File: config.mk
export PLATFORM = sky130hd
export DESIGN_NAME = fetch_top
export DESIGN_NICKNAME = d
export VERILOG_FILES = /design/src/hw/fetch_pkg.sv /design/src/hw/fetch_sequencer.sv /design/src/hw/fetch_trap_router.sv /design/src/hw/fetch_issue.sv /design/src/hw/fetch_top.sv
export SDC_FILE = /design/constraint.sdc
export NUM_CORES = 1
export LEC_CHECK = 0
export ABC_AREA = 0
export BUFFER_PORTS_ARGS = -buffer_cell sky130_fd_sc_hd__buf_4
export CORE_AREA = 4 4 163 165
export CTS_CLUSTER_DIAMETER = 100
export DETAILED_ROUTE_END_ITERATION = 10
export DIE_AREA = 0 0 167 169
export PLACE_DENSITY = 0.64
export SLEW_MARGIN = 25
export SYNTH_ARGS = -nofsm -noshare
export SYNTH_HDL_FRONTEND = slang
export SYNTH_SLANG_ARGS = --single-unit
File: constraint.sdc
create_clock -name clk -period 3.69 [get_ports clk]
set_clock_uncertainty 0.15 [all_clocks]
set_input_delay 0.1845 -clock clk [delete_from_list [all_inputs] [get_ports clk]]
set_output_delay 0.1845 -clock clk [all_outputs]
set_load 0.005 [all_outputs]
File: src/hw/fetch_pkg.sv
package fetch_pkg;

    // Machine word for addresses, instructions and trap causes
    typedef logic [31:0] xlen_t;

    // Level-valued response from the instruction cache
    typedef enum logic [2:0] {
        resp_idle         = 3'd0,
        resp_wait         = 3'd1,
        resp_done         = 3'd2,
        resp_access_fault = 3'd3,
        resp_misaligned   = 3'd4,
        resp_page_fault   = 3'd5
    } cache_resp_e;

    // Command strobe towards the cache
    typedef enum logic [1:0] {
        cmd_none      = 2'd0,
        cmd_execute   = 2'd1,
        cmd_flush_all = 2'd2
    } cache_cmd_e;

    typedef enum logic [1:0] {
        e2f_cmd_none     = 2'd0,
        e2f_bubble_jump  = 2'd1,
        e2f_flush        = 2'd2,
        e2f_branch_taken = 2'd3
    } e2f_cmd_e;

    // RISC-V privilege encoding with 2'b10 reserved
    typedef enum logic [1:0] {
        priv_user       = 2'b00,
        priv_supervisor = 2'b01,
        priv_machine    = 2'b11
    } priv_e;

    typedef enum logic [1:0] {
        trap_none      = 2'd0,
        trap_interrupt = 2'd1,
        trap_fault     = 2'd2
    } trap_kind_e;

    // Request coming back from execute
    typedef struct packed {
        logic     ready;
        e2f_cmd_e cmd;
        xlen_t    jump_target;
        xlen_t    branch_target;
    } e2f_s;

    // CSR values needed for trap routing
    typedef struct packed {
        xlen_t       mtvec;
        xlen_t       stvec;
        priv_e       current_privilege;
        logic [15:0] medeleg;
    } trap_csr_s;

    typedef struct packed {
        logic  pending;
        xlen_t cause;
        xlen_t target_pc;
        priv_e target_privilege;
    } irq_s;

    // Trap decision from the router
    typedef struct packed {
        trap_kind_e kind;
        xlen_t      cause;
        priv_e      privilege;
        xlen_t      target_pc;
    } trap_info_s;

    // Instruction and exception report towards execute
    typedef struct packed {
        logic  ignore;
        xlen_t instr;
        xlen_t pc;
        logic  exc_start;
        xlen_t epc;
        xlen_t cause;
        priv_e exc_privilege;
    } f2e_s;

    localparam xlen_t reset_vector = 32'h0000_2000;

    // Instruction fetch exception codes
    localparam xlen_t exc_instr_misaligned   = 32'd0;
    localparam xlen_t exc_instr_access_fault = 32'd1;
    localparam xlen_t exc_instr_page_fault   = 32'd12;

endpackage

File: src/hw/fetch_sequencer.sv
`timescale 1ns/1ps

module fetch_sequencer (
    input  logic                   clk,
    input  logic                   rst_n,
    input  logic                   c_reset_done,
    input  fetch_pkg::cache_resp_e c_response,
    input  fetch_pkg::e2f_s        e2f,
    input  fetch_pkg::trap_info_s  trap,
    output fetch_pkg::cache_cmd_e  c_cmd,
    output fetch_pkg::xlen_t       c_address,
    output fetch_pkg::xlen_t       pc,
    output logic                   bubble,
    output logic                   flushing,
    output logic                   trap_take,
    output logic                   instret_incr
);
    import fetch_pkg::*;

    xlen_t pc_nxt;
    logic  bubble_nxt;
    logic  flushing_nxt;

    logic  cache_done;
    logic  cache_idle;
    logic  cache_error;
    logic  new_fetch;
    xlen_t pc_plus_4;

    assign cache_done  = (c_response == resp_done);
    assign cache_idle  = (c_response == resp_idle);
    assign cache_error = (c_response == resp_access_fault) ||
                         (c_response == resp_misaligned) ||
                         (c_response == resp_page_fault);

    // Execute can take the next instruction and the cache is not busy
    assign new_fetch = e2f.ready && (cache_done || cache_idle || cache_error);

    assign pc_plus_4 = pc + 32'd4;

    // Cache sees the upcoming PC in the same cycle as the command
    assign c_address = pc_nxt;

    always_comb begin
        pc_nxt       = pc;
        bubble_nxt   = bubble;
        flushing_nxt = flushing;
        c_cmd        = cmd_none;
        instret_incr = 1'b0;
        trap_take    = 1'b0;

        if (rst_n && c_reset_done) begin
            if (flushing) begin
                // Keep flushing until the cache reports completion
                if (cache_done) begin
                    flushing_nxt = 1'b0;
                end else begin
                    c_cmd = cmd_flush_all;
                end
            end else if (bubble && cache_idle && e2f.ready) begin
                // Refill from the current PC
                c_cmd      = cmd_execute;
                bubble_nxt = 1'b0;
            end else if (new_fetch) begin
                instret_incr = 1'b1;
                if (trap.kind == trap_interrupt) begin
                    bubble_nxt = 1'b1;
                    pc_nxt     = trap.target_pc;
                    trap_take  = 1'b1;
                end else if (e2f.cmd == e2f_bubble_jump) begin
                    bubble_nxt = 1'b1;
                    pc_nxt     = e2f.jump_target;
                end else if (e2f.cmd == e2f_flush) begin
                    // Flush starts next cycle and then refills at pc+4
                    bubble_nxt   = 1'b1;
                    flushing_nxt = 1'b1;
                    pc_nxt       = pc_plus_4;
                end else if (e2f.cmd == e2f_branch_taken) begin
                    pc_nxt = e2f.branch_target;
                    c_cmd  = cmd_execute;
                end else if (trap.kind == trap_fault) begin
                    bubble_nxt = 1'b1;
                    pc_nxt     = trap.target_pc;
                    trap_take  = 1'b1;
                end else begin
                    pc_nxt = pc_plus_4;
                    c_cmd  = cmd_execute;
                end
            end
        end
    end

    always_ff @(posedge clk) begin
        if (!rst_n) begin
            pc       <= reset_vector;
            bubble   <= 1'b1;
            flushing <= 1'b0;
        end else if (c_reset_done) begin
            pc       <= pc_nxt;
            bubble   <= bubble_nxt;
            flushing <= flushing_nxt;
        end
    end

    // A flush always leaves a bubble pending for the refill
    a_flush_needs_flushing: assert property (
        @(posedge clk) disable iff (!rst_n)
        (c_cmd == cmd_flush_all) |-> (flushing && bubble)
    );

    // Taken trap lands on its target with a bubble pending
    a_trap_take_has_kind: assert property (
        @(posedge clk) disable iff (!rst_n)
        trap_take |=> (bubble && (pc == $past(trap.target_pc)))
    );

endmodule

File: src/hw/fetch_trap_router.sv
`timescale 1ns/1ps

module fetch_trap_router (
    input  fetch_pkg::cache_resp_e c_response,
    input  fetch_pkg::trap_csr_s   csr,
    input  fetch_pkg::irq_s        irq,
    output fetch_pkg::trap_info_s  trap
);
    import fetch_pkg::*;

    logic  is_fault;
    xlen_t fault_cause;
    logic  delegated;

    // Map the cache error response to its exception code
    always_comb begin
        is_fault    = 1'b1;
        fault_cause = exc_instr_access_fault;
        case (c_response)
            resp_misaligned:   fault_cause = exc_instr_misaligned;
            resp_access_fault: fault_cause = exc_instr_access_fault;
            resp_page_fault:   fault_cause = exc_instr_page_fault;
            default:           is_fault    = 1'b0;
        endcase
    end

    // Machine mode traps are never delegated
    assign delegated = (csr.current_privilege != priv_machine) &&
                       csr.medeleg[fault_cause[3:0]];

    always_comb begin
        trap = '{kind: trap_none, cause: '0, privilege: priv_user, target_pc: '0};
        if (irq.pending) begin
            trap.kind      = trap_interrupt;
            trap.cause     = irq.cause;
            trap.privilege = irq.target_privilege;
            trap.target_pc = irq.target_pc;
        end else if (is_fault) begin
            trap.kind  = trap_fault;
            trap.cause = fault_cause;
            if (delegated) begin
                trap.privilege = priv_supervisor;
                trap.target_pc = csr.stvec;
            end else begin
                trap.privilege = priv_machine;
                trap.target_pc = csr.mtvec;
            end
        end
    end

endmodule

File: src/hw/fetch_issue.sv
`timescale 1ns/1ps

module fetch_issue (
    input  logic                   clk,
    input  logic                   rst_n,
    input  logic                   c_reset_done,
    input  fetch_pkg::cache_resp_e c_response,
    input  fetch_pkg::xlen_t       c_load_data,
    input  fetch_pkg::xlen_t       pc,
    input  logic                   bubble,
    input  logic                   flushing,
    input  logic                   trap_take,
    input  fetch_pkg::trap_info_s  trap,
    output fetch_pkg::f2e_s        f2e
);
    import fetch_pkg::*;

    xlen_t saved_instr;
    xlen_t instr;
    logic  ignore;

    logic  exc_start_q;
    xlen_t epc_q;
    xlen_t cause_q;
    priv_e exc_priv_q;

    // Instruction or bubble towards execute
    always_comb begin
        instr  = c_load_data;
        ignore = 1'b1;
        if (c_reset_done) begin
            if (c_response == resp_done && !flushing) begin
                ignore = 1'b0;
            end else if (c_response == resp_idle && !bubble) begin
                // Repeat last instruction while the cache sits idle
                instr  = saved_instr;
                ignore = 1'b0;
            end
        end
    end

    always_ff @(posedge clk) begin
        if (c_reset_done && c_response == resp_done && !flushing) begin
            saved_instr <= c_load_data;
        end
    end

    // Exception report is a single-cycle pulse after trap_take
    always_ff @(posedge clk) begin
        if (!rst_n) begin
            exc_start_q <= 1'b0;
        end else if (c_reset_done) begin
            exc_start_q <= trap_take;
        end
    end

    always_ff @(posedge clk) begin
        if (c_reset_done) begin
            epc_q      <= trap_take ? pc : '0;
            cause_q    <= trap_take ? trap.cause : '0;
            exc_priv_q <= trap_take ? trap.privilege : priv_user;
        end
    end

    always_comb begin
        f2e.ignore        = ignore;
        f2e.instr         = instr;
        f2e.pc            = pc;
        f2e.exc_start     = exc_start_q;
        f2e.epc           = epc_q;
        f2e.cause         = cause_q;
        f2e.exc_privilege = exc_priv_q;
    end

endmodule

File: src/hw/fetch_top.sv
`timescale 1ns/1ps

module fetch_top (
    input  logic                   clk,
    input  logic                   rst_n,
    // Instruction cache
    input  fetch_pkg::cache_resp_e c_response,
    input  logic                   c_reset_done,
    input  fetch_pkg::xlen_t       c_load_data,
    output fetch_pkg::cache_cmd_e  c_cmd,
    output fetch_pkg::xlen_t       c_address,
    // Trap setup and interrupts
    input  fetch_pkg::trap_csr_s   csr,
    input  fetch_pkg::irq_s        irq,
    // Execute stage
    input  fetch_pkg::e2f_s        e2f,
    output fetch_pkg::f2e_s        f2e,
    output logic                   instret_incr
);
    import fetch_pkg::*;

    trap_info_s trap;
    xlen_t      pc;
    logic       bubble;
    logic       flushing;
    logic       trap_take;

    fetch_sequencer fetch_sequencer_i (
        .clk          (clk),
        .rst_n        (rst_n),
        .c_reset_done (c_reset_done),
        .c_response   (c_response),
        .e2f          (e2f),
        .trap         (trap),
        .c_cmd        (c_cmd),
        .c_address    (c_address),
        .pc           (pc),
        .bubble       (bubble),
        .flushing     (flushing),
        .trap_take    (trap_take),
        .instret_incr (instret_incr)
    );

    fetch_trap_router fetch_trap_router_i (
        .c_response (c_response),
        .csr        (csr),
        .irq        (irq),
        .trap       (trap)
    );

    fetch_issue fetch_issue_i (
        .clk          (clk),
        .rst_n        (rst_n),
        .c_reset_done (c_reset_done),
        .c_response   (c_response),
        .c_load_data  (c_load_data),
        .pc           (pc),
        .bubble       (bubble),
        .flushing     (flushing),
        .trap_take    (trap_take),
        .trap         (trap),
        .f2e          (f2e)
    );

endmodule

# After elaboration in Yosys (flattened, before gate mapping)
# Cells that the tools add are included.
[word_totals]
regBits = 133
input_bits = 254
out_inout_bits = 167
[op_classes]
add_sub_neg = 1
order_cmp = 1
n_eq_ne = 11
n_mux = 59
n_bitwise = 1
n_reduce_logical = 21
[op_table]
columns = ["operator", "n"]
rows = [
  ["32-bit 2-to-1 mux", 12],
  ["68-bit 2-to-1 mux", 2],
  ["34-bit 2-to-1 mux", 1],
  ["1-bit 2-to-1 mux", 33],
  ["32-bit by 3-bit adder with 32-bit output, second input constant", 1],
  ["2-bit 2-to-1 mux", 9],
  ["1-bit logical AND", 9],
  ["4-bit case mux with 2 select lines", 1],
  ["2-bit == test, second input constant", 3],
  ["3-bit by 2-bit == test with 1-bit output, second input constant", 2],
  ["3-bit == test, second input constant", 2],
  ["6-bit AND reduction", 1],
  ["4-bit by 5-bit less-than comparator with 1-bit output, second input constant", 1],
  ["5-bit by 1-bit inequality test with 1-bit output, second input constant", 1],
  ["5-bit nonzero test", 1],
  ["1-bit binary-select mux with 4-bit select", 1],
  ["2-bit by 1-bit == test with 1-bit output, second input constant", 2],
  ["1-bit logical OR", 4],
  ["3-bit logical NOT", 1],
  ["3-bit OR reduction", 1],
  ["1-bit logical NOT", 2],
  ["2-bit inequality test, second input constant", 1],
  ["2-bit AND reduction", 1],
  ["2-bit nonzero test", 1],
  ["1-bit inverter", 1],
]

# Depth between registers and ports, before layout
[logic_depth]
ltp_word = 18
mapped_depth = 10
depth_no_buf = 7

# By module
# From an unflattened synthesis, not the netlist that was laid out.
[hier_totals]
hier_cells = 1006
area_unflattened_um2 = 9608.0
[by_module_without_submodules]
columns = ["mod", "n_inst", "cells_each", "area_each_um2"]
rows = [
  ["fetch_issue", 1, 249, 4249.1],
  ["fetch_sequencer", 1, 559, 4061.4],
  ["fetch_trap_router", 1, 198, 1297.5],
]

# Worst setup path before layout
# OpenSTA, ideal clock, no wires.
[synth_timing]
path_kind = "input to register"
startpoint = "input port c_response[0]"
endpoint = "register fetch_issue_i.saved_instr[0], enable pin"
setup_ps = 421
arrival_time_ps = 2050
required_time_ps = 3119
setup_slack_ps = 1069
path_stages = 4
n_path_buf = 1
cell_sequence = "clkbuf_1 nor2_1 nand3_1 nor2_1"
[synth_via]
elab_chain_len = 3
[synth_rtl]
columns = ["element", "line_no", "rtl"]
rows = [
  ["start: declaration", "fetch_top.sv:7", "input fetch_pkg::cache_resp_e c_response,"],
  ["3-bit by 2-bit == test with 1-bit output", "fetch_issue.sv:43", "if (c_reset_done && c_response == resp_done && !flushing) begin"],
  ["1-bit logical AND (2 in a row)", "fetch_issue.sv:43", ""],
  ["end signal: assignment", "fetch_issue.sv:44", "saved_instr <= c_load_data;"],
  ["end: declaration", "fetch_issue.sv:18", "xlen_t saved_instr;"],
]
# Every way passes these cells.
# A chain may end at the register's enable or synchronous reset.

# Worst setup path after layout
[layout_timing]
startpoint = "register fetch_sequencer_i.pc[4]"
endpoint = "output port c_address[15]"
[layout_via]
elab_chain_len = 10
[layout_rtl]
columns = ["element", "line_no", "rtl"]
rows = [
  ["start: declaration", "fetch_sequencer.sv:12", "output fetch_pkg::xlen_t pc,"],
  ["start signal: assignment", "fetch_sequencer.sv:95", "pc <= reset_vector;"],
  ["start signal: assignment", "fetch_sequencer.sv:99", "pc <= pc_nxt;"],
  ["32-bit by 3-bit adder with 32-bit output *", "fetch_sequencer.sv:39", "assign pc_plus_4 = pc + 32'd4;"],
  ["32-bit 2-to-1 mux", "fetch_sequencer.sv:81", "end else if (trap.kind == trap_fault) begin"],
  ["32-bit 2-to-1 mux", "fetch_sequencer.sv:78", "end else if (e2f.cmd == e2f_branch_taken) begin"],
  ["32-bit 2-to-1 mux *", "fetch_sequencer.sv:73", "end else if (e2f.cmd == e2f_flush) begin"],
  ["32-bit 2-to-1 mux *", "fetch_sequencer.sv:70", "end else if (e2f.cmd == e2f_bubble_jump) begin"],
  ["32-bit 2-to-1 mux *", "fetch_sequencer.sv:66", "if (trap.kind == trap_interrupt) begin"],
  ["32-bit 2-to-1 mux *", "fetch_sequencer.sv:64", "end else if (new_fetch) begin"],
  ["32-bit 2-to-1 mux *", "fetch_sequencer.sv:60", "end else if (bubble && cache_idle && e2f.ready) begin"],
  ["32-bit 2-to-1 mux *", "fetch_sequencer.sv:53", "if (flushing) begin"],
  ["32-bit 2-to-1 mux *", "fetch_sequencer.sv:52", "if (rst_n && c_reset_done) begin"],
  ["end: declaration", "fetch_top.sv:11", "output fetch_pkg::xlen_t c_address,"],
]
# Mark *: on every way between the ends. The rest lies on a longest branch, timed or not.

==> impl_metrics.py <==
metrics = {
    "floorplanning": {
        "rows": 58,
        "initial_utilization": 0.318,
        "ios": 421,
        "dieArea_um2": 28200,
        "core-area_um2": 25000,
        "die_w_um": 167,
        "die_h_um": 169,
    },
    "detailed_routing": {
        "vias": 8979,
        "drtPass1Iterations": 8,
        "finalWirelength_mm": 38.6,
        "drt_iter0_drc": 911,
        "ant_nets": 0,
        "viasPerCell": 5.49,
        "wl_per_cell_um": 23.6,
        "drc_errors": 0,
    },
    "hold_path": {
        "hold_class": "input pin to flop",
    },
    "clocking": {
        "clk_latency_ps": 430,
        "clk_pin_slew_ps": 80,
        "hold_buffers": 72,
        "clock_path_buffers": 2,
        "cts.sinks": 133,
        "htree_levels": 4,
        "cts_tree": "done",
        "numCtsBuffers": 17,
        "cts_resized": 0,
        "root_buffer": "clkbuf_16",
        "cts_post_setup_buffers_inserted": 0,
    },
    "synthesis": {
        "yosys.cell_types.count": 70,
        "syn_nets": 1095,
        "synthCells": 840,
        "synth_top_cell_by_area": "edfxtp_1",
        "yosysSeqAreaShare": 0.458,
        "synth_top_area_share": 0.370,
        "synth_area_leaders": "edfxtp_1, dfxtp_1, mux2_2",
        "ys.flop_type": "edfxtp_1",
        "syn-cell-area_um2": 7960,
        "yosysWarnings": 0,
        "synth_seq_cells": 133,
        "synth_area_per_cell_um2": 9.48,
        "ys_async_sr_fraction": 0,
        "synth-edff-count": 98,
    },
    "final_layout": {
        "multiInputGateArea_um2": 4000,
        "nNetsFinal": 1549,
        "regArea_um2": 3640,
        "drive_gt1_frac": 0.409,
        "final_cell_area_um2": 12700,
        "fill_cells": 2307,
        "diodes": 0,
        "post-route-util": 0.508,
        "synthToLayoutAreaGrowth_pct": 59.8,
    },
    "setup_path": {
        "crit_fanout": 7,
        "startpoint": "fetch_sequencer_i.pc[4]",
        "timing_worst_setup_path_type": "flop to output pin",
        "cp_data_arrival_time_ps": 3160,
        "reg2regPathDepth": 6,
        "endpoint_kind": "output pin",
        "r2r_end": "fetch_sequencer_i.pc[15]",
        "r2r_start": "fetch_sequencer_i.pc[4]",
        "worstPathRequired_ps": 3360,
        "reg2reg_slack_ps": 790,
        "startpoint_type": "flop",
        "endpoint": "c_address[15]",
    },
    "sta": {
        "hold_viol": 0,
        "maxSlewViolCount": 0,
        "setup_violations": 0,
        "post-route-period-util": 0.948,
        "fmax_mhz": 286,
        "tightest_slew_ps": 940,
        "finalWorstSetupSlack_ps": 193,
        "tns_ps": 0,
        "slew_headroom": 0.373,
        "layout_min_cycle_time_ps": 3500,
        "rsz0062_at_grt": "false",
    },
    "placement": {
        "pre_cts_ws_ps": 686,
        "dp.final_hpwl_mm": 28.8,
        "place_area_um2": 11400,
        "io_buffer_count": 407,
        "place.gp.congestion": 0.940,
    },
    "run_status": {
        "status": "complete, no violations",
    },
    "pwr": {
        "p_total_uw": 4340,
        "power.density_nw_per_um2": 341,
        "irDropWorstVdd_mv": 0.196,
        "p_leak_uw": 0.00544,
    },
    "global_route": {
        "grt_max_degree": 76,
        "grt_first_pass_wirelength_mm": 56.1,
        "grt_overflow": 0,
        "antenna_found_initial": 0,
        "grtUsageTotal": 0.259,
        "first_global_vias": 8973,
    },
    "job": {
        "drv_cap": 0,
    },
}
[worst min-delay path by stage]
stage                               start                            end  slack (ps)  cells past startpoint
after floorplan            c_load_data[0]   fetch_issue_i.saved_instr[0]         130                      0
after global placement     c_load_data[0]   fetch_issue_i.saved_instr[0]         220                      1
after detailed placement  c_load_data[27]  fetch_issue_i.saved_instr[27]         220                      1
after global routing              e2f[22]       fetch_sequencer_i.pc[22]          60                      4
final                              irq[5]        fetch_sequencer_i.pc[3]          20                      4
after CTS                          irq[5]        fetch_sequencer_i.pc[3]           4                      4
[cell families (layout without fill, tap and decap cells)]
logic type               Yosys count  count (layout)  share of synthesized area
AND/OR/NAND/NOR                  313             313                      0.208
multiplexers                      62              62                     0.0860
XOR/XNOR                          17              17                     0.0187
flip-flops                       133             133                      0.458
buffers and inverters             83             550                     0.0416
adder cells (fa/ha/maj)            1               1                    0.00157
AO/OA/AOI/OAI                    231             231                      0.187
[critical path, stage by stage, from the launching register on]
cell and delay [ps]:
dfxtp_1 470, nand3_1 300, nor4_1 760, nand3_1 180
xnor2_1 150, o311ai_0 590, nand2_1 100, buf_4 180
[layout make-up]
type	instances	area share
sequential	133	0.286
clock buffer	17	0.0334
timing repair buffer	506	0.314
clock inverter	15	0.0154
tap	330	0.0325
inverter	12	0.00354
multi-input combinational	624	0.314
[per-layer routing]
metal	track usage	up-vias	part of all wire
met5	0	-	0
met4	0.0815	0	0.026
met3	0.0759	69	0.11
met2	0.434	575	0.48
met1	0.324	4253	0.39
li1	-	4082	-
[cells in the final DEF (no fill, tap or decap), types with 5 or more instances in the layout]
cell and n:
a31oi_1 12, or3_1 16, xor2_1 8, mux2_2 51, inv_1 11, o21ai_0 76
nand3_1 48, a211oi_1 13, nor4_1 6, and2_1 40, o31ai_1 7, dfxtp_1 35
o211ai_1 9, a221oi_1 6, mux2i_1 11, nand2b_1 11, nand4_1 9, clkbuf_16 17
nor3_1 19, and3_1 36, a21oi_1 48, buf_4 433, xnor2_1 9, edfxtp_1 98
nor2_1 51, nand2_1 50, a2111oi_0 6, o22ai_1 5, dlygate4sd3_1 72
[per-stage QoR]
| stage | cells | hold slack, ps |
|---|---|---|
| final | 1637 | 18.0 |
| after global routing | 1637 | 61.4 |
| after CTS | 1636 | 3.68 |
| after detailed placement | 1532 | 223 |
| after global placement | 1532 | 220 |
| after floorplan | 840 | 133 |
[registers in the layout, indices dropped and copies added (netlist names)]
register,cells
fetch_issue_i.saved_instr,32
fetch_sequencer_i.pc,32
fetch_issue_i.exc_start_q,1
fetch_sequencer_i.bubble,1
fetch_issue_i.cause_q,32
fetch_sequencer_i.flushing,1
fetch_issue_i.exc_priv_q,2
fetch_issue_i.epc_q,32
[cell usage after synthesis, types with 3 or more instances]
cell        n
nor2b_1     4
a21o_1      4
a21oi_1    48
and3_1     36
o21ai_0    77
o31a_1      4
a31oi_1    12
dfxtp_1    35
nand3_1    48
mux2_2     51
xnor2_1     9
o31ai_1     7
nand2b_1   11
edfxtp_1   98
a2111oi_0   6
o211ai_1    9
or4_1       4
and2_1     40
o21a_1      4
nand4_1     9
and4_1      3
xor2_1      8
mux2i_1    11
a311oi_1    4
nor3_1     19
nor3b_1     3
nand2_1    50
nor2_1     53
buf_1       6
or3_1      16
a221oi_1    6
clkbuf_1   58
nor4_1      6
o22ai_1     5
a221o_1     3
inv_1      11
a211oi_1   13
buf_2       3
[where the power goes]
part / leakage [uW] / internal [uW] / total, uW / switching, uW
combinational: 0.00387 / 434 / 821 / 387
clock: 0.000300 / 1080 / 1830 / 741
sequential: 0.00127 / 1650 / 1690 / 39.8
(Power assumes the default switching activity.)
